### config.mk
export PLATFORM = sky130hd
export DESIGN_NAME = dcache_burst_unit
export DESIGN_NICKNAME = d
export VERILOG_FILES = /design/src/hdl/dcache_pkg.sv /design/src/hdl/dcache_burst_unit.sv
export VERILOG_INCLUDE_DIRS = /design/src /design/src/hdl
export SDC_FILE = /design/constraint.sdc
export NUM_CORES = 1
export LEC_CHECK = 0
export ABC_AREA = 1
export BUFFER_PORTS_ARGS = -buffer_cell sky130_fd_sc_hd__clkbuf_2
export CAP_MARGIN = 20
export CORE_ASPECT_RATIO = 1.5
export CORE_MARGIN = 2
export CORE_UTILIZATION = 48
export DETAILED_ROUTE_END_ITERATION = 10
export HOLD_SLACK_MARGIN = 0.06
export PLACE_DENSITY = 0.76
export SLEW_MARGIN = 15
export SYNTH_ARGS = -nofsm -noshare
export SYNTH_HDL_FRONTEND = slang
export SYNTH_SLANG_ARGS = --single-unit
### constraint.sdc
create_clock -name clk -period 3 [get_ports clk]
set_input_delay 0.75 -clock clk [delete_from_list [all_inputs] [get_ports clk]]
set_output_delay 0.75 -clock clk [all_outputs]
set_load 0.02 [all_outputs]
### src/hdl/dcache_macros.svh
`ifndef DCACHE_MACROS_SVH
`define DCACHE_MACROS_SVH

// byte address width of the core
`define DC_ADDR_W 32

// byte offset inside a 32-byte line
`define DC_OFFSET_BITS 5

// 128 sets
`define DC_INDEX_BITS 7

// what is left of the address above index and offset
`define DC_TAG_BITS 20

// words per line, also beats per burst
`define DC_WORDS 8

`define DC_WAYS 2

// burst len field value
`define DC_BURST_LEN (`DC_WORDS - 1)

`endif

### src/hdl/dcache_pkg.sv
`include "dcache_macros.svh"

package dcache_pkg;

    typedef logic [`DC_ADDR_W-1:0]          addr_t;
    typedef logic [31:0]                    word_t;
    typedef logic [3:0]                     strb_t;
    typedef logic [`DC_TAG_BITS-1:0]        tag_t;
    typedef logic [`DC_INDEX_BITS-1:0]      index_t;
    typedef logic [$clog2(`DC_WORDS)-1:0]   word_sel_t;
    typedef logic [$clog2(`DC_WAYS)-1:0]    way_t;

    typedef enum logic [2:0] {
        IDLE,
        LOOKUP,
        WRITEBACK,
        REFILL,
        RESPOND
    } ctrl_state_e;

    typedef struct packed {
        addr_t addr;
        word_t wdata;
        strb_t wstrb;
        logic  we;
    } cpu_req_t;

    // addr is the victim line for a write-back, else the refill line
    typedef struct packed {
        logic  wb;
        addr_t addr;
        way_t  way;
    } burst_cmd_t;

    typedef struct packed {
        addr_t      addr;
        logic [7:0] len;
    } axi_addr_t;

    typedef struct packed {
        way_t      way;
        index_t    index;
        word_sel_t word_sel;
        word_t     data;
        strb_t     strb;
    } fill_beat_t;

    function automatic tag_t addr_tag(addr_t a);
        return a[`DC_ADDR_W-1 -: `DC_TAG_BITS];
    endfunction

    function automatic index_t addr_index(addr_t a);
        return a[`DC_OFFSET_BITS +: `DC_INDEX_BITS];
    endfunction

    function automatic word_sel_t addr_word(addr_t a);
        return a[`DC_OFFSET_BITS-1 -: $bits(word_sel_t)];
    endfunction

    function automatic addr_t line_addr(tag_t t, index_t i);
        return {t, i, {`DC_OFFSET_BITS{1'b0}}};
    endfunction

endpackage

### src/hdl/dcache_burst_unit.sv
`include "dcache_macros.svh"

module dcache_burst_unit (
    input  logic                   clk,
    input  logic                   rst,
    input  logic                   cmd_valid,
    input  dcache_pkg::burst_cmd_t cmd,
    input  dcache_pkg::addr_t      fill_addr,
    output logic                   cmd_done,
    output dcache_pkg::index_t     line_index,
    output dcache_pkg::way_t       line_way,
    output dcache_pkg::word_sel_t  line_word,
    input  dcache_pkg::word_t      line_data,
    output dcache_pkg::fill_beat_t fill_wr,
    output logic                   fill_wr_en,
    output dcache_pkg::axi_addr_t  ar,
    output logic                   ar_valid,
    input  logic                   ar_ready,
    input  dcache_pkg::word_t      r_data,
    input  logic                   r_last,
    input  logic                   r_valid,
    output logic                   r_ready,
    output dcache_pkg::axi_addr_t  aw,
    output logic                   aw_valid,
    input  logic                   aw_ready,
    output dcache_pkg::word_t      w_data,
    output logic                   w_last,
    output logic                   w_valid,
    input  logic                   w_ready,
    input  logic                   b_valid
);
    import dcache_pkg::*;

    typedef enum logic [2:0] {
        BU_IDLE,
        BU_BUFFER,
        BU_AW,
        BU_W,
        BU_B,
        BU_AR,
        BU_R
    } bu_state_e;

    localparam logic [7:0] BURST_LEN = 8'(`DC_BURST_LEN);

    bu_state_e                  state;
    burst_cmd_t                 cmd_q;
    logic [$clog2(`DC_WORDS):0] cnt;
    word_sel_t                  beat;
    word_t                      line_buf [`DC_WORDS];

    assign beat = word_sel_t'(cnt);

    // victim line read, one word per cycle
    assign line_index = addr_index(cmd_q.addr);
    assign line_way   = cmd_q.way;
    assign line_word  = beat;

    assign aw       = '{addr: cmd_q.addr, len: BURST_LEN};
    assign aw_valid = state == BU_AW;
    assign w_valid  = state == BU_W;
    assign w_data   = line_buf[beat];
    assign w_last   = beat == word_sel_t'(`DC_BURST_LEN);

    assign ar       = '{addr: fill_addr, len: BURST_LEN};
    assign ar_valid = state == BU_AR;
    assign r_ready  = state == BU_R;

    assign fill_wr_en = r_valid && r_ready;
    assign fill_wr    = '{way: cmd_q.way, index: addr_index(fill_addr), word_sel: beat,
                          data: r_data, strb: '1};

    always_ff @(posedge clk) begin
        if (rst) begin
            state    <= BU_IDLE;
            cnt      <= '0;
            cmd_done <= 1'b0;
        end else begin
            cmd_done <= 1'b0;
            case (state)
                BU_IDLE: begin
                    if (cmd_valid) begin
                        cnt   <= '0;
                        state <= cmd.wb ? BU_BUFFER : BU_AR;
                    end
                end
                BU_BUFFER: begin
                    // ram read lags the address by one cycle
                    cnt <= cnt + 1'b1;
                    if (cnt == `DC_WORDS) begin
                        cnt   <= '0;
                        state <= BU_AW;
                    end
                end
                BU_AW: begin
                    if (aw_ready) begin
                        state <= BU_W;
                    end
                end
                BU_W: begin
                    if (w_ready) begin
                        cnt <= cnt + 1'b1;
                        if (w_last) begin
                            cnt   <= '0;
                            state <= BU_B;
                        end
                    end
                end
                BU_B: begin
                    if (b_valid) begin
                        state <= BU_AR;
                    end
                end
                BU_AR: begin
                    if (ar_ready) begin
                        state <= BU_R;
                    end
                end
                BU_R: begin
                    if (r_valid) begin
                        cnt <= cnt + 1'b1;
                        if (r_last) begin
                            cnt      <= '0;
                            cmd_done <= 1'b1;
                            state    <= BU_IDLE;
                        end
                    end
                end
                default: state <= BU_IDLE;
            endcase
        end
    end

    always_ff @(posedge clk) begin
        if (state == BU_IDLE && cmd_valid) begin
            cmd_q <= cmd;
        end
        if (state == BU_BUFFER && cnt != 0) begin
            line_buf[beat - 1'b1] <= line_data;
        end
    end

endmodule

Word level (Yosys, flattened, before mapping) --
Memory sizes are Yosys's and may differ from the RTL's. A register that Yosys moved wholly into a read port is not among the register bits. Cells that the tools add are included.
Word-level totals: register bits after elaboration 41, memory bits (writable) 256, input port bits 139, output and inout bits 177, word-level logic and storage cells 59, memories kept 1
Operators by class: add/subtract/negate cells 2, eq/ne operators 17, muxes and demuxes 23, bitwise gates (word level) 2, reductions and logical operators 9
Memories:
- line_buf | depth 8, bits a word 32, read ports 1, clocked after memory_dff 1, wr ports 1, line dcache_burst_unit.sv:50 | word_t line_buf [`DC_WORDS];
Operator list (number):
- 2-to-1 mux 3 bit | 12
- 2-to-1 mux 4 bit | 6
- case mux 3 bit (7 select lines) | 1
- case mux 4 bit (4 select lines) | 1
- == test 3 bit (second input constant) | 4
- != test 2 bit (second input constant) | 6
- AND reduction 9 bit | 1
- nonzero test 4 bit | 2
- == test 3 x 2 -> 1 bit (second input constant) | 2
- != test 2 x 1 -> 1 bit (second input constant) | 3
- adder 4 x 1 -> 4 bit (second input constant) | 1
- == test 4 bit (second input constant) | 1
- AND reduction 4 bit | 1
- == test 3 x 1 -> 1 bit (second input constant) | 1
- logical AND 1 bit | 3
- logical NOT 3 bit | 1
- 2-to-1 mux 1 bit | 3
- OR reduction 3 bit | 1
- subtractor 3 x 1 -> 3 bit (second input constant) | 1
- inverter 1 bit | 2

Depth between registers and ports, before layout --
word-level depth 6, depth in mapped cells 10, depth with buffers taken out 10

Least setup slack after synthesis --
Ideal clock, no wire load.
path kind reg-to-reg, from reg cnt[0], to mem line_buf[4][0] (netlist bit) (enable), setup time 0.421 ns, arrival 2.524 ns, required time 2.579 ns, path slack 0.055 ns, cell stages (with the launch flop) 7, buffers on the path 0, clock period less this slack 2.945 ns, cells stage by stage dfxtp_1 -> inv_1 -> ha_1 -> or2_2 -> nand2_1 -> nand2_1 -> nor2_1
On the way: longest elaborated chain between the ends 4, elaborated cells on any way between the ends 5, classes of those cells 1 x add/sub; 2 x mux; 2 x reduce/logical
RTL lines:
- start: declaration | line dcache_burst_unit.sv:48 | logic [$clog2(`DC_WORDS):0] cnt;
- start signal: assignment | line dcache_burst_unit.sv:89 | cnt <= cnt + 1'b1;
- start signal: assignment | line dcache_burst_unit.sv:102 | cnt <= cnt + 1'b1;
- start signal: assignment | line dcache_burst_unit.sv:121 | cnt <= cnt + 1'b1;
- nonzero test 4 bit | line dcache_burst_unit.sv:138 | if (state == BU_BUFFER && cnt != 0) begin
- logical AND 1 bit | line dcache_burst_unit.sv:138
- 2-to-1 mux 1 bit | line dcache_burst_unit.sv:138
- 2-to-1 mux 1 bit (implied by the code) | line dcache_burst_unit.sv:139 | line_buf[beat - 1'b1] <= line_data;
- end: declaration | line dcache_burst_unit.sv:50
Parallel ways exist; a longest one is shown, timed or not.

==> results.cfg <==
[status]
outcome = completed

[power]
leakage_nw = 5.26
p_total_mw = 12.2
ir_drop_mv = 0.687
power.density_nw_per_um2 = 867

[logic_synthesis]
yosysSeqAreaShare_pct = 70.7
yosys_register_bits = 300
synth_cell_types = 33
synth_area_um2 = 12600
yosys_warnings = 0
syn_area_per_cell_um2 = 12.6
synth_cells = 996

[finish]
antenna_cells = 0
fillCellCount = 2007
multi_input_area_um2 = 2650
final_cell_mix = edfxtp_1 (289), nor2_1 (207), clkbuf_2 (160)
finalNetCount = 1219
design_area_um2 = 14100
drive_gt1_share_pct = 24.2
final_common_cell = edfxtp_1
area_delta_synth_final_pct = 12.4
final_util_pct = 54.9
ff_latch_area_um2 = 8910

[clock_network]
cts_tree = yes
clock_sinks = 300
cts-root-buf = clkbuf_16
path_clk_slew_ps = 70
clock_latency_ps = 520
htreeDepth = 1
cts_made_buffers = 26
cts_buffer_depth = 3

[sta]
drv_slew = 0
setup_violations = 0
clock_skew_ps = 15.6
fmax_ghz = 0.348
period_share_pct = 95.9
fin_setup_tns_ps = 0
timing.final.crit_period_ps = 2880
rsz0062_at_grt = no
hold_viol = 0
worst_slack_ps = 122

[critical_path]
crit_fanout = 53
cp_common_cell = nand2_1
crit_path_max_incr_delay_ps = 480
path_depth = 6
reg2reg_to = line_buf[7][22]
rr_worst_depth = 7
rr_startpoint = cnt[0]
cp.required_ps = 2250
path_class = register to output pin
path_cells = buf_16 -> nor2_1 -> o32ai_1 -> nand2_1 -> nand2_1 -> clkbuf_2
crit_arrival_ps = 2130
cpLargestDelayFamily = flip-flops
rrSetupSlack_ps = 680
crit_buf_inv = 2
cp-end-kind = output pin
cp-start-kind = register
crit_path_top_delay_cell = dfxtp_4

[placement]
io_buffer_count = 160
placed_area_um2 = 13200
dpl.hpwl_um = 17700
gp_congestion = 0.822
pre_cts_ws_ps = 641

[job]
cap_viol_max_count = 0

[die]
die-width_um = 136
start_util_pct = 48.8
ios = 316
die_area_um2 = 27500
num_rows = 72
die_h_um = 202
core_um2 = 25800

[routing]
vias = 7795
post_drt_wl_per_cell_um = 20.1
drt_iter0_markers = 715
drc = 0
postRouteAntennaNets = 0
dr.pass1.iters = 5
wirelength_um = 28800
routed_via_density = 5.45

[grt]
grt_pass1_vias = 7657
grt_max_degree = 65
antenna_found_initial = 2
grt_pass1_wl_um = 41900
grt_usage_pct = 20.2
grt-ovfl-total = 0

[min_path]
worstHoldEndpoint = aw[27]
hold_start = cmd[20]
hp-class = primary input to register
hold_depth = 1
-- worst max-delay path by stage --
stage / from / to / slack, ps
2_1_floorplan: cnt[0] / line_buf[4][0] / 60
3_3_place_gp: register / w_data[16] / 690
3_5_place_dp: register / w_data[31] / 640
4_1_cts: register / w_data[24] / 40
5_1_grt: register / w_data[31] / 3
6_report: register / w_data[31] / 120
-- per-layer routing --
metal / wire length, um / track usage [%] / vias to the layer above
met5: 30 / 0 / -
met4: 1520 / 11.6 / 4
met3: 3130 / 5.52 / 126
met2: 14800 / 35.6 / 415
met1: 9240 / 21.5 / 3673
li1: - / - / 3577
-- state kept, by name, indices dropped and copies added (netlist names), named ones only --
name and count:
cmd_done 1, cnt 4, aw 32, line_way 1, line_buf 256, state 3
-- cell type report --
| class | instances | share of cell area [%] |
|---|---|---|
| Timing Repair Buffer | 190 | 8.57 |
| Sequential cell | 300 | 63.0 |
| Clock buffer | 31 | 4.89 |
| Inverter | 24 | 0.673 |
| Multi-Input combinational cell | 535 | 18.7 |
| Clock inverter | 16 | 1.20 |
| Tap cell | 333 | 2.95 |
-- logic make-up (layout without fill, tap and decap cells) --
family                     after synthesis  count (layout)  synth area share, %
xor gates and xnor gates                 1               1               0.0696
adders and majority gates                3               3                0.298
buffers and inverters                  179             261                 9.26
and+or+nand+nor                        373             373                 12.1
AOI/OAI and AO/OA                      138             138                 7.51
other                                    2              20               0.0597
DFF                                    300             300                 70.7
-- through the flow --
| step | hold slack [ps] | instances |
|---|---|---|
| after floorplan | 523 | 1014 |
| after global placement | 548 | 1377 |
| after detailed placement | 560 | 1377 |
| after CTS | 385 | 1424 |
| after global routing | 384 | 1429 |
| final | 402 | 1429 |
-- synth_stat cells, drive strengths merged --
library cell,count,area [um2]
a21boi,1,7.51
a21oi,1,8.76
a31oi,1,6.26
buf,134,996
clkbuf,21,78.8
conb,2,7.51
dfxtp,11,220
edfxtp,289,8680
ha,3,37.5
inv,24,90.1
nand2,134,518
nand3,10,77.6
nand4,1,6.26
nor2,226,902
nor4,1,6.26
o21a,1,7.51
o21ai,70,354
o32ai,64,561
or2,1,6.26
xor2,1,8.76
-- report_power, final --
part / internal, mW / leakage [nW] / total [mW] / switching, mW
Combinational: 1.16 / 2.13 / 3.74 / 2.58
Clock: 1.91 / 0.425 / 3.31 / 1.40
Sequential: 5.01 / 2.70 / 5.20 / 0.195
Total: 8.07 / 5.26 / 12.2 / 4.17
-- repair_timing --
item                                    CTS  global route
endpoints found under the setup margin    0             8
hold buffers                              0             0
gates resized for setup                   0             6
setup buffers                             0             3
(Power assumes the default switching activity.)
