[config.mk]
export PLATFORM = sky130hd
export DESIGN_NAME = dcache_ctrl
export DESIGN_NICKNAME = d
export VERILOG_FILES = /design/src/hdl/dcache_pkg.sv /design/src/hdl/dcache_ctrl.sv
export VERILOG_INCLUDE_DIRS = /design/src /design/src/hdl
export SDC_FILE = /design/constraint.sdc
export NUM_CORES = 1
export LEC_CHECK = 0
export BUFFER_PORTS_ARGS = -buffer_cell sky130_fd_sc_hd__buf_2
export CAP_MARGIN = 15
export CORE_AREA = 2 2 151 153
export CTS_BUF_LIST = sky130_fd_sc_hd__clkbuf_4
export DETAILED_ROUTE_END_ITERATION = 8
export DIE_AREA = 0 0 153 155
export GPL_TIMING_DRIVEN = 0
export HOLD_SLACK_MARGIN = 0.06
export PLACE_DENSITY = 0.54
export SLEW_MARGIN = 20
export SYNTH_ARGS = -nofsm -noshare
export SYNTH_HDL_FRONTEND = slang
export SYNTH_SLANG_ARGS = --single-unit
export TNS_END_PERCENT = 1
[constraint.sdc]
create_clock -name clk -period 5.69 [get_ports clk]
set_input_delay 0.569 -clock clk [delete_from_list [all_inputs] [get_ports clk]]
set_output_delay 0.569 -clock clk [all_outputs]
set_load 0.1 [all_outputs]
[src/hdl/dcache_macros.svh]
`ifndef DCACHE_MACROS_SVH
`define DCACHE_MACROS_SVH

// byte address width of the core
`define DC_ADDR_W 32

// byte offset inside a 32-byte line
`define DC_OFFSET_BITS 5

// 128 sets
`define DC_INDEX_BITS 7

// what is left of the address above index and offset
`define DC_TAG_BITS 20

// words per line, also beats per burst
`define DC_WORDS 8

`define DC_WAYS 2

// burst len field value
`define DC_BURST_LEN (`DC_WORDS - 1)

`endif

[src/hdl/dcache_pkg.sv]
`include "dcache_macros.svh"

package dcache_pkg;

    typedef logic [`DC_ADDR_W-1:0]          addr_t;
    typedef logic [31:0]                    word_t;
    typedef logic [3:0]                     strb_t;
    typedef logic [`DC_TAG_BITS-1:0]        tag_t;
    typedef logic [`DC_INDEX_BITS-1:0]      index_t;
    typedef logic [$clog2(`DC_WORDS)-1:0]   word_sel_t;
    typedef logic [$clog2(`DC_WAYS)-1:0]    way_t;

    typedef enum logic [2:0] {
        IDLE,
        LOOKUP,
        WRITEBACK,
        REFILL,
        RESPOND
    } ctrl_state_e;

    typedef struct packed {
        addr_t addr;
        word_t wdata;
        strb_t wstrb;
        logic  we;
    } cpu_req_t;

    // addr is the victim line for a write-back, else the refill line
    typedef struct packed {
        logic  wb;
        addr_t addr;
        way_t  way;
    } burst_cmd_t;

    typedef struct packed {
        addr_t      addr;
        logic [7:0] len;
    } axi_addr_t;

    typedef struct packed {
        way_t      way;
        index_t    index;
        word_sel_t word_sel;
        word_t     data;
        strb_t     strb;
    } fill_beat_t;

    function automatic tag_t addr_tag(addr_t a);
        return a[`DC_ADDR_W-1 -: `DC_TAG_BITS];
    endfunction

    function automatic index_t addr_index(addr_t a);
        return a[`DC_OFFSET_BITS +: `DC_INDEX_BITS];
    endfunction

    function automatic word_sel_t addr_word(addr_t a);
        return a[`DC_OFFSET_BITS-1 -: $bits(word_sel_t)];
    endfunction

    function automatic addr_t line_addr(tag_t t, index_t i);
        return {t, i, {`DC_OFFSET_BITS{1'b0}}};
    endfunction

endpackage

[src/hdl/dcache_ctrl.sv]
`include "dcache_macros.svh"

module dcache_ctrl (
    input  logic                            clk,
    input  logic                            rst,
    input  logic                            req,
    input  dcache_pkg::cpu_req_t            cpu_req,
    output logic                            done,
    output dcache_pkg::word_t               rdata,
    output dcache_pkg::index_t              lookup_index,
    output dcache_pkg::word_sel_t           lookup_word,
    input  dcache_pkg::tag_t [`DC_WAYS-1:0] tags,
    input  logic [`DC_WAYS-1:0]             valid,
    input  logic [`DC_WAYS-1:0]             dirty,
    input  logic [`DC_WAYS-1:0]             lru,
    input  dcache_pkg::word_t [`DC_WAYS-1:0] way_words,
    output logic                            flag_wr,
    output dcache_pkg::way_t                flag_way,
    output logic                            flag_dirty,
    output logic                            tag_wr,
    output dcache_pkg::fill_beat_t          hit_wr,
    output logic                            hit_wr_en,
    output logic                            cmd_valid,
    output dcache_pkg::burst_cmd_t          cmd,
    output dcache_pkg::addr_t               fill_addr,
    input  dcache_pkg::fill_beat_t          fill_beat,
    input  logic                            fill_beat_en,
    input  logic                            cmd_done
);
    import dcache_pkg::*;

    ctrl_state_e         state;
    cpu_req_t            q;
    logic [`DC_WAYS-1:0] hit_vec;
    logic                hit;
    way_t                hit_way;
    way_t                victim;
    logic                hit_q;
    way_t                way_q;
    logic                keep_dirty;
    word_t               rdata_q;

    always_comb begin
        for (int w = 0; w < `DC_WAYS; w++) begin
            hit_vec[w] = valid[w] && tags[w] == addr_tag(q.addr);
        end
    end

    assign hit     = |hit_vec;
    assign hit_way = way_t'(hit_vec[1]);
    // way with its lru bit set goes first
    assign victim  = way_t'(lru[1]);

    // the stores are read with the incoming address while idle
    assign lookup_index = (state == IDLE) ? addr_index(cpu_req.addr) : addr_index(q.addr);
    assign lookup_word  = (state == IDLE) ? addr_word(cpu_req.addr) : addr_word(q.addr);

    assign fill_addr = line_addr(addr_tag(q.addr), addr_index(q.addr));
    assign cmd_valid = state == LOOKUP && !hit;

    always_comb begin
        cmd.wb   = valid[victim] && dirty[victim];
        cmd.way  = victim;
        cmd.addr = cmd.wb ? line_addr(tags[victim], addr_index(q.addr)) : fill_addr;
    end

    assign done  = state == RESPOND;
    assign rdata = rdata_q;

    // flags, tag and store data all land at the end of RESPOND
    assign flag_wr    = state == RESPOND;
    assign flag_way   = way_q;
    assign flag_dirty = q.we || keep_dirty;
    assign tag_wr     = state == RESPOND && !hit_q;

    // byte enables do the merge over the refilled word
    assign hit_wr_en = state == RESPOND && q.we;
    assign hit_wr    = '{way: way_q, index: addr_index(q.addr), word_sel: addr_word(q.addr),
                         data: q.wdata, strb: q.wstrb};

    always_ff @(posedge clk) begin
        if (rst) begin
            state      <= IDLE;
            hit_q      <= 1'b0;
            way_q      <= '0;
            keep_dirty <= 1'b0;
        end else begin
            case (state)
                IDLE: begin
                    if (req) begin
                        state <= LOOKUP;
                    end
                end
                LOOKUP: begin
                    hit_q      <= hit;
                    way_q      <= hit ? hit_way : victim;
                    keep_dirty <= hit && dirty[hit_way];
                    if (hit) begin
                        state <= RESPOND;
                    end else if (cmd.wb) begin
                        state <= WRITEBACK;
                    end else begin
                        state <= REFILL;
                    end
                end
                WRITEBACK: begin
                    // first refill beat means the old line is out
                    if (fill_beat_en) begin
                        state <= REFILL;
                    end
                end
                REFILL: begin
                    if (cmd_done) begin
                        state <= RESPOND;
                    end
                end
                RESPOND: state <= IDLE;
                default: state <= IDLE;
            endcase
        end
    end

    always_ff @(posedge clk) begin
        if (state == IDLE) begin
            q <= cpu_req;
        end
        if (state == LOOKUP) begin
            rdata_q <= way_words[hit_way];
        end
        if (fill_beat_en && fill_beat.word_sel == addr_word(q.addr)) begin
            rdata_q <= fill_beat.data;
        end
    end

endmodule

# ---- Word level (Yosys, flattened, before mapping)
# Index checks and enable logic that the tools add are counted.
# W data, S select, Z words.
dict set report totals {
  regBits 107
  n_memories 0
  output_inout_bits 162
  elab_cells 58
  inputBits 231
  ramBits 0
  latchBits 0
  mem_bits_ro 0
}
dict set report op_classes {
  n_lt_le_gt_ge 2
  reduce_logical 15
  n_addsub 0
  muxes 22
  n_bitwise 0
  n_div 0
  n_eq_ne 10
  shifts 0
  mul 0
}
# op n
set op_table {}
lappend op_table {{$mux W32} 5}
lappend op_table {{$eq A20 B20 Y1} 2}
lappend op_table {{$mux W20} 2}
lappend op_table {{$mux W3} 5}
lappend op_table {{$pmux W3 S4} 1}
lappend op_table {{$logic_and A1 B1 Y1} 8}
lappend op_table {{$mux W1} 8}
lappend op_table {{$mux W7} 1}
lappend op_table {{$eq A3 B2 Y1 const B} 2}
lappend op_table {{$ne A2 B2 Y1 const B} 3}
lappend op_table {{$lt A1 B2 Y1 const B} 2}
lappend op_table {{$eq A3 B1 Y1 const B} 1}
lappend op_table {{$eq A3 B3 Y1} 1}
lappend op_table {{$eq A3 B3 Y1 const B} 1}
lappend op_table {{$logic_not A3 Y1} 1}
lappend op_table {{$reduce_and A3 Y1} 1}
lappend op_table {{$logic_not A1 Y1} 2}
lappend op_table {{$reduce_bool A2 Y1} 1}
lappend op_table {{$reduce_or A2 Y1} 1}
lappend op_table {{$logic_or A1 B1 Y1} 1}

# ---- Logic depth before layout (Yosys ltp)
# Gate-level depths: netlist of the first run.
dict set report depth {
  depth_word 6
  depth_mapped 8
  mapped_depth_nobuf 7
}

# ---- Least setup slack after synthesis of the first run
# No wires, ideal clock.
dict set report synth_path {
  path_type {in2out}
  startpoint {input lru[1]}
  endpoint {output cmd[23] (netlist bit)}
  t_arrival_ns 3.208
  n_path_buf 2
  required_ns 5.121
  cell_stages 5
  path_slack_ns 1.913
  path_cell_list {clkbuf_1 nand3_1 o21ai_1 clkbuf_1 a21oi_1}
}
# item line_no
set synth_rtl {}
lappend synth_rtl {{start: declaration} dcache_ctrl.sv:15} ;# input logic [`DC_WAYS-1:0] lru,
lappend synth_rtl {{end: declaration} dcache_ctrl.sv:24} ;# output dcache_pkg::burst_cmd_t cmd,

# ---- Final worst setup path of the first run
dict set report layout_path {
  startpoint {register state[1]}
  endpoint {output lookup_word[1]}
}
dict set report layout_via {
  elab_chain_len 2
}
# item line_no
set layout_rtl {}
lappend layout_rtl {{start: declaration} dcache_ctrl.sv:32} ;# ctrl_state_e state;
lappend layout_rtl {{start signal: assignment} dcache_ctrl.sv:83} ;# state <= IDLE;
lappend layout_rtl {{start signal: assignment} dcache_ctrl.sv:91} ;# state <= LOOKUP;
lappend layout_rtl {{start signal: assignment} dcache_ctrl.sv:99} ;# state <= RESPOND;
lappend layout_rtl {{$logic_not A3 Y1} dcache_ctrl.sv:56} ;# assign lookup_word = (state == IDLE) ? addr_word(cpu_req.addr) : addr_word(q.addr);
lappend layout_rtl {{$mux W3} dcache_ctrl.sv:56}
lappend layout_rtl {{end: declaration} dcache_ctrl.sv:11} ;# output dcache_pkg::word_sel_t lookup_word,
# No other way between the ends.

==> flow_summary.ini, run 1 <==
[pwr]
powerDensity_nw_per_um2 = 419
sw_frac_of_total = 0.563
seq_power_share = 0.315
p_sw_uw = 1910
power_leakage_uw = 0.00399
vdd.ir_drop.worst_mv = 0.222
p_clk_frac = 0.120
combPwrFrac = 0.565
p_int_uw = 1490

[sta]
rsz0062_at_grt = no
worst_pin_slew_ps = 807
finalMaxSlewViolations = 0
fin_skew_ps = 29.9
fmax_ghz = 0.305
min_period_ps = 3270
final-setup-viol-count = 0
relSlewSlack = 0.462
hold_viol = 0
finalCritPeriodShare = 0.576
holdWs_ps = 227
tns_ps = 0

[final_layout]
syn2layout_area_growth_pct = 42.5
num-nets-final = 1100
final_common_cell = buf_2
layout_common_cells = buf_2 (366), edfxtp_1 (99), buf_4 (94), nor2_1 (56)
fin_area_sq_um = 8100
fin_util = 0.364
drive_gt1_frac = 0.566

[floorplanning]
die_w_microns = 153
start_util = 0.256
rows = 55
core_area_sq_um = 22200
die_height_microns = 155
io_pins = 393
die_area_sq_um = 23700

[clock_tree]
clockBufferDepth = 2
path_clk_slew_ps = 210
h-tree-depth = 3
post-cts-setup-buffers = 0
cts.sinks = 105
cts_resized = 0
clkLatencyLatePin_ps = 490
cts_tree = yes
hold_buffers = 0
cts_buffers = 9
root_buffer = clkbuf_4

[grt]
grt_max_degree = 55
grtUsageTotal = 0.138
grt-ovfl-total = 0
grt_pass1_vias = 4714
grt_pass1_wl_microns = 25300
antenna_found_initial = 2

[logic_synthesis]
ys_ff_latch = 105
seq_area_frac_synth = 0.544
syn_avg_cell_area_sq_um = 11.8
synth_cell_types = 33
synthCells = 482
yosys_warnings = 0
netlist_area_sq_um = 5680

[routing]
drcViolationCount = 0
wl_microns = 17300
ant_nets = 0
vias = 4798
drt-wirelength-per-cell_microns = 14.8
drt_pass1_iterations = 4
avgViaCountPerCell = 4.13
dr.first_iter.drc_count = 184

[placed_design]
dp_hpwl_microns = 14100
gp_congestion = 0.825
placed_area_sq_um = 7940
numPortBuffers = 366

[worst_setup_path]
cp_max_fo = 54
r2r_slack_ps = 3090
r2r_cells = 5
worstSetupPathType = reg -> out
cp-start-kind = flop
worstPathRequired_ps = 5120
startpoint = state[1]
r2r-end = rdata[17]
worstSetupEndpoint = lookup_word[1]
crit_path_end_kind = output port
cp_data_arrival_time_ps = 2710
reg2reg_from = hit_wr[37]

[status]
status = finished clean

[job]
cap_violations = 0

[hold_path]
worstHoldPathType = in -> reg
[critical path, cell delays in order, from the launching register on]
cell      delay [ps]
dfxtp_1          330
clkbuf_1         180
nor3_1           300
buf_4            410
buf_16           300
mux2_2           370
buf_2            290
[cells in the mapped netlist]
cell type | n | share of area
a31oi_1 | 1 | 0.0011
buf_4 | 93 | 0.12
o21ai_0 | 1 | 0.00088
inv_1 | 2 | 0.0013
inv_2 | 1 | 0.00066
nor2b_1 | 1 | 0.0011
clkbuf_1 | 15 | 0.0099
xor2_1 | 8 | 0.012
or2_2 | 2 | 0.0022
o31ai_1 | 2 | 0.0026
o21ai_1 | 1 | 0.00088
nor4_1 | 4 | 0.0044
a22o_1 | 2 | 0.0031
or3_1 | 1 | 0.0011
dfxtp_1 | 6 | 0.021
buf_6 | 1 | 0.0020
buf_2 | 1 | 0.00088
and3_1 | 3 | 0.0033
nand3b_1 | 1 | 0.0013
a21oi_1 | 53 | 0.047
xnor2_1 | 35 | 0.054
a311oi_1 | 2 | 0.0031
edfxtp_1 | 99 | 0.52
mux2i_1 | 53 | 0.093
nor2_1 | 56 | 0.037
nor3_1 | 3 | 0.0026
conb_1 | 1 | 0.00066
and2_1 | 1 | 0.0011
buf_8 | 3 | 0.0079
nand2_1 | 7 | 0.0046
nand4_1 | 8 | 0.0088
nand3_1 | 5 | 0.0044
mux2_2 | 10 | 0.020
[metal layers]
layer / up-vias / routed length [microns] / share of wire / global-route usage
li1: 2387 / - / - / -
met1: 2156 / 6790 / 0.39 / 0.158
met2: 233 / 8480 / 0.49 / 0.240
met3: 22 / 1630 / 0.094 / 0.0471
met4: 0 / 351 / 0.020 / 0.0520
met5: - / 0 / 0 / 0
[state kept, by name (all words and copies together), names as in the netlist]
register and flops:
hit_q 1, q 1, hit_wr 39, fill_addr 27
flag_way 1, rdata 32, keep_dirty 1, state 3
[worst min path at each step]
| stage | from | cells after the start | slack [ps] | end |
|---|---|---|---|---|
| floorplan | keep_dirty | 2 | 450 | keep_dirty |
| CTS | cpu_req[17] | 1 | 150 | hit_wr[16] |
| global placement | hit_q | 2 | 480 | hit_q |
| global route | cpu_req[17] | 1 | 150 | hit_wr[16] |
| finish | cpu_req[20] | 1 | 230 | hit_wr[19] |
| detailed placement | keep_dirty | 2 | 500 | keep_dirty |
[power groups by stage]
stage / combinational (uW) / clock, uW / sequential [uW]
floorplan: 1360 / 0 / 1330
global placement: 1920 / 0 / 1090
detailed placement: 1930 / 0 / 1090
CTS: 1930 / 437 / 1070
global route: 1980 / 460 / 1090
finish: 1920 / 407 / 1070
[area by class of cell]
class / count / area [sq um]
Fill cell: 2293 / 14100
Clock buffer: 9 / 67.6
Sequential cell: 105 / 3090
Clock inverter: 7 / 85.1
Antenna cell: 3 / 7.51
Multi-Input combinational cell: 270 / 1800
Buffer: 113 / 818
Timing Repair Buffer: 367 / 1860
Inverter: 3 / 11.3
Tap cell: 285 / 357
[kinds of logic after synthesis]
kind of cell	count (synthesis)	share of synthesized area
AOI/OAI and AO/OA	62	0.0583
xor gates and xnor gates	43	0.0663
buffers and inverters	116	0.145
muxes	63	0.113
DFF	105	0.544
and+or+nand+nor	92	0.0720
other	1	0.000660
[per-stage QoR]
step	setup slack (ps)	power, uW	instances
after floorplan	1910	2690	491
after global placement	2010	3010	1142
after detailed placement	2770	3020	1143
after CTS	2300	3440	1159
after global routing	2170	3530	1161
final	2420	3400	1162
Note: power is estimated with default switching activity, not from simulation.
==> run 2, diff against run 1 <==
--- a/config.mk
+++ b/config.mk
@@ -14,7 +14,7 @@
 export DIE_AREA = 0 0 153 155
 export GPL_TIMING_DRIVEN = 0
 export HOLD_SLACK_MARGIN = 0.06
-export PLACE_DENSITY = 0.54
+export PLACE_DENSITY = 0.56
 export SLEW_MARGIN = 20
 export SYNTH_ARGS = -nofsm -noshare
 export SYNTH_HDL_FRONTEND = slang
==> constraint.sdc (replaced) <==
create_clock -name clk -period 2.9 [get_ports clk]
set_input_delay 0.29 -clock clk [delete_from_list [all_inputs] [get_ports clk]]
set_output_delay 0.29 -clock clk [all_outputs]
set_load 0.1 [all_outputs]
==> run 2 against run 1 <==
Against the previous run:
- sequential power grew 97%
- setup slack worse by 2300 ps
- combinational power rose by 110%
- final area increased by 10%
- critical path type unchanged
- highest routed layer unchanged
- utilization is 3.8 points higher
- non-clock buffer count is 74 higher
- clock power up 110%
- final cell count grew 6.3%
- worst hold slack got worse by 120 ps
==> flow_summary.ini, run 2 (same netlist as run 1, synthesis figures left out) <==
[final_layout]
final_common_cell = buf_2
drive_gt1_frac = 0.534
layout_common_cells = buf_2 (362), buf_4 (100), edfxtp_1 (99), dlygate4sd3_1 (68), nor2_1 (56)
num-nets-final = 1174
syn2layout_area_growth_pct = 57.3
largest_reg_flops = 39
fill_cells = 2180
multi_input_area_sq_um = 1860
regArea_sq_um = 3090

[worst_setup_path]
critical_path.top_delay_family = simple AND/OR/NAND/NOR gates
worstSetupPathType = reg -> out
crit_top_cell = nand3_1
slowest_delay_ps = 500
worstPathCellList = xnor2_1 -> nand3_1 -> nor4_4 -> nand4_1 -> buf_6 -> nand3_1 -> inv_2 -> buf_4
cp.depth = 8
crit_buf_inv = 3
cp_max_fo = 9
cp-start-kind = flop
crit_path_end_kind = output port
cp_data_arrival_time_ps = 2470
r2r_cells = 5
crit_slowest_cell = edfxtp_1
worstPathRequired_ps = 2610

[floorplanning]
die_area_sq_um = 23700
io_pins = 393
core_area_sq_um = 22200
start_util = 0.256
rows = 55
die_w_microns = 153
die_height_microns = 155

[sta]
fmax_ghz = 0.362
final-setup-viol-count = 0
relSlewSlack = 0.435
finalMaxSlewViolations = 0
finalCritPeriodShare = 0.953
worst_pin_slew_ps = 847
hold_viol = 0
postLayoutSetupSlackWorst_ps = 138
tns_ps = 0
min_period_ps = 2760
fin_skew_ps = 38.0
rsz0062_at_grt = yes
holdWs_ps = 112

[routing]
dr.first_iter.drc_count = 216
vias = 5109
wl_microns = 19000
drcViolationCount = 0
ant_nets = 0
avgViaCountPerCell = 4.14
drt-wirelength-per-cell_microns = 15.4
drt_pass1_iterations = 4

[placed_design]
numPortBuffers = 366
gp_congestion = 0.818
pre_cts_slack_ps = 337
dp_hpwl_microns = 14400

[clock_tree]
clockBufferDepth = 2
path_clk_slew_ps = 190
cts.sinks = 105
h-tree-depth = 3
clkLatencyLatePin_ps = 480
cts_tree = yes
cts_buffers = 9
root_buffer = clkbuf_4

[pwr]
power_leakage_uw = 0.00438
vdd.ir_drop.worst_mv = 0.566
power_uw = 6900
powerDensity_nw_per_um2 = 771

[job]
cap_violations = 0

[grt]
grt_pass1_wl_microns = 27500
grt_pass1_vias = 5197
grtUsageTotal = 0.149
antenna_found_initial = 1
grt_max_degree = 33
grt-ovfl-total = 0

[status]
status = finished clean

[hold_path]
hold_depth = 3
worstHoldPathType = in -> reg
run 2: path summary, 6_finish.rpt:
kind,slack (ps),from,end
setup / recovery,140,fill_addr[13],cmd_valid
hold / removal,110,fill_beat[8],rdata[4]
setup reg to reg,330,hit_wr[38],rdata[12]
hold reg to reg,510,keep_dirty,keep_dirty
run 2: per-stage QoR:
| step | cells | util | cell area (sq um) |
|---|---|---|---|
| after floorplan | 491 | - | 5720 |
| after global placement | 1142 | 0.356 | 7910 |
| after detailed placement | 1143 | 0.357 | 7940 |
| after CTS | 1228 | 0.399 | 8860 |
| after global routing | 1235 | 0.402 | 8940 |
| final | 1235 | 0.402 | 8940 |
run 2: what timing repair did:
item,4_1_cts,5_1_grt
setup buffers,0,4
resized for setup,8,9
hold buffers,68,0
endpoints found under the setup margin,7,7
endpoints found under the hold margin,70,0
pin swaps,0,1
cloned,1,1
run 2: tightest hold or removal path: stages:
cell and delay, ps:
buf_2 70, nor2_1 30, a21oi_1 90
run 2: power by group:
| part | internal, uW | switching [uW] | total, uW | leakage, uW |
|---|---|---|---|---|
| combinational | 863 | 3090 | 3950 | 0.00327 |
| clock | 280 | 559 | 839 | 0.0000793 |
| sequential | 1970 | 136 | 2110 | 0.00103 |
run 2: layer usage:
layer  share of wire  up-vias  global-route usage  wire length, microns
met3           0.089       21              0.0529                  1680
li1                -     2529                   -                     -
met5               0        -                   0                     0
met4           0.018        0              0.0516                   341
met2            0.51      234               0.270                  9690
met1            0.38     2325               0.162                  7290
run 2: layout make-up:
cell class | count | area share
sequential | 105 | 0.346
inverter | 3 | 0.00126
buffer | 113 | 0.0935
tap | 285 | 0.0399
clock buffer | 9 | 0.00755
timing repair buffer | 441 | 0.293
antenna | 2 | 0.000560
clock inverter | 7 | 0.00965
multi-input combinational | 270 | 0.208
==> run 3, diff against run 2 <==
--- a/config.mk
+++ b/config.mk
@@ -9,7 +9,7 @@
 export BUFFER_PORTS_ARGS = -buffer_cell sky130_fd_sc_hd__buf_2
 export CAP_MARGIN = 15
 export CORE_AREA = 2 2 151 153
-export CTS_BUF_LIST = sky130_fd_sc_hd__clkbuf_4
+export CTS_BUF_LIST = sky130_fd_sc_hd__clkbuf_16
 export DETAILED_ROUTE_END_ITERATION = 8
 export DIE_AREA = 0 0 153 155
 export GPL_TIMING_DRIVEN = 0
==> run 3 against run 2 <==
Against the previous run:
- global-route usage is 0.89 points lower
- clock skew is 19 ps lower
- combinational power down 4%
- non-clock buffer count decreased by 73
- power grew 4.7%
- clock power is 55% higher
- flip-flop and latch count unchanged
- via count shrank 6.2%
- critical endpoint unchanged
==> flow_summary.ini, run 3 (same netlist as run 1, synthesis figures left out) <==
[status]
status = finished clean

[pwr]
power_leakage_uw = 0.00409
seq_power_share = 0.292
sw_frac_of_total = 0.525
vdd.ir_drop.worst_mv = 0.431
p_int_uw = 3430
powerDensity_nw_per_um2 = 868
p_clk_frac = 0.180
combPwrFrac = 0.528
p_sw_uw = 3790

[final_layout]
regArea_sq_um = 3090
fill_cells = 2227
layout_common_cells = buf_2 (366), edfxtp_1 (99), buf_4 (93), nor2_1 (56)
largest_reg_flops = 39
antenna_cells = 0
num-nets-final = 1101
fin_util = 0.374
multi_input_area_sq_um = 1820
drive_gt1_frac = 0.569
final_common_cell = buf_2
final_cells = 1160
syn2layout_area_growth_pct = 46.3

[clock_tree]
post-cts-setup-buffers = 0
root_buffer = clkbuf_16
cts_tree = yes
clkLatencyLatePin_ps = 350
path_clk_slew_ps = 80
cts.sinks = 105
clockBufferDepth = 2
cts_buffers = 9
h-tree-depth = 3

[grt]
grt_pass1_wl_microns = 25900
grt-ovfl-total = 0
grtUsageTotal = 0.140
grt_pass1_vias = 4764
grt_max_degree = 51
antenna_found_initial = 1

[routing]
ant_nets = 0
vias = 4793
drt-wirelength-per-cell_microns = 15.4
wl_microns = 17900
avgViaCountPerCell = 4.13
dr.first_iter.drc_count = 177
drcViolationCount = 0
drt_pass1_iterations = 4

[floorplanning]
die_height_microns = 155
rows = 55
start_util = 0.256
core_area_sq_um = 22200
die_w_microns = 153
die_area_sq_um = 23700
io_pins = 393

[sta]
fin_skew_ps = 19.4
hold_viol = 0
relSlewSlack = 0.432
finalMaxSlewViolations = 0
finalCritPeriodShare = 0.949
min_period_ps = 2750
final-setup-viol-count = 0
worst_pin_slew_ps = 852
fmax_ghz = 0.363
rsz0062_at_grt = no

[worst_setup_path]
cp-start-kind = flop
cp_max_fo = 9
crit_path_end_kind = output port
cp_data_arrival_time_ps = 2460
worstSetupPathType = reg -> out
worstPathRequired_ps = 2610

[placed_design]
dp_hpwl_microns = 14400
place_inst = 1143
gp_congestion = 0.818
numPortBuffers = 366

[job]
cap_violations = 0

[hold_path]
worstHoldPathType = in -> reg
==> run 3: changes by cell type in the layout (fill, tap and decap cells not counted) <==
cell	before	now
buf_6	2	1
xnor2_2	3	0
nor3_4	1	0
buf_4	100	93
clkbuf_16	1	10
xnor2_1	32	35
diode_2	2	0
nor4_4	2	0
nor3_2	0	1
dlygate4sd3_1	68	0
clkbuf_4	10	0
nor4_2	0	2
buf_2	362	366
==> run 3: area by class of cell <==
class                           instances  area share
Sequential cell                       105       0.372
Timing Repair Buffer                  368       0.227
Multi-Input combinational cell        270       0.219
Buffer                                113       0.101
Tap cell                              285      0.0429
Clock buffer                            9      0.0271
Clock inverter                          7      0.0104
Inverter                                3     0.00135
==> run 3: through the flow <==
| step | setup slack (ps) | total power [uW] | hold WS (ps) | cell area (sq um) | TNS (ps) |
|---|---|---|---|---|---|
| 2_1_floorplan | -319 | 5280 | 362 | 5720 | -3110 |
| 3_3_place_gp | -497 | 5910 | 466 | 7910 | -7390 |
| 3_5_place_dp | 337 | 5930 | 468 | 7940 | 0 |
| 4_1_cts | 1.43 | 7260 | 90.1 | 8280 | 0 |
| 5_1_grt | 16.6 | 7480 | 81.3 | 8320 | 0 |
| 6_report | 148 | 7220 | 112 | 8320 | 0 |
==> run 3: final timing paths <==
kind / end / depth (start not counted) / slack (ps) / start
max: cmd_valid / 8 / 150 / fill_addr[22]
max reg2reg: rdata[17] / 5 / 350 / hit_wr[38]
min: hit_wr[23] / 1 / 110 / cpu_req[24]
min reg2reg: keep_dirty / 2 / 500 / keep_dirty
==> run 3: critical path, stage by stage, from the launching register on <==
cell and delay [ps]:
edfxtp_1 460, xnor2_1 280, nand4_1 150, nor4_2 390
nand4_1 160, buf_6 190, nand3_1 110, inv_2 60
buf_2 290
==> run 3: what timing repair did <==
action                                  4_1_cts  5_1_grt
resized for setup                             2        3
hold buffers                                  0        0
endpoints found under the setup margin        6        7
gates cloned                                  0        1
==> run 3: routing by layer <==
| metal | part of all wire | vias up | GRT usage |
|---|---|---|---|
| met2 | 0.50 | 241 | 0.246 |
| met3 | 0.096 | 15 | 0.0577 |
| met1 | 0.39 | 2155 | 0.159 |
| li1 | - | 2382 | - |
| met4 | 0.014 | 0 | 0.0353 |
| met5 | 0 | - | 0 |
==> run 3: power by group through the flow <==
stage	logic, uW	clock network (uW)	registers (uW)
finish	3810	1300	2100
global route	3950	1400	2140
global placement	3760	0	2150
detailed placement	3780	0	2140
CTS	3810	1340	2110
floorplan	2670	0	2610
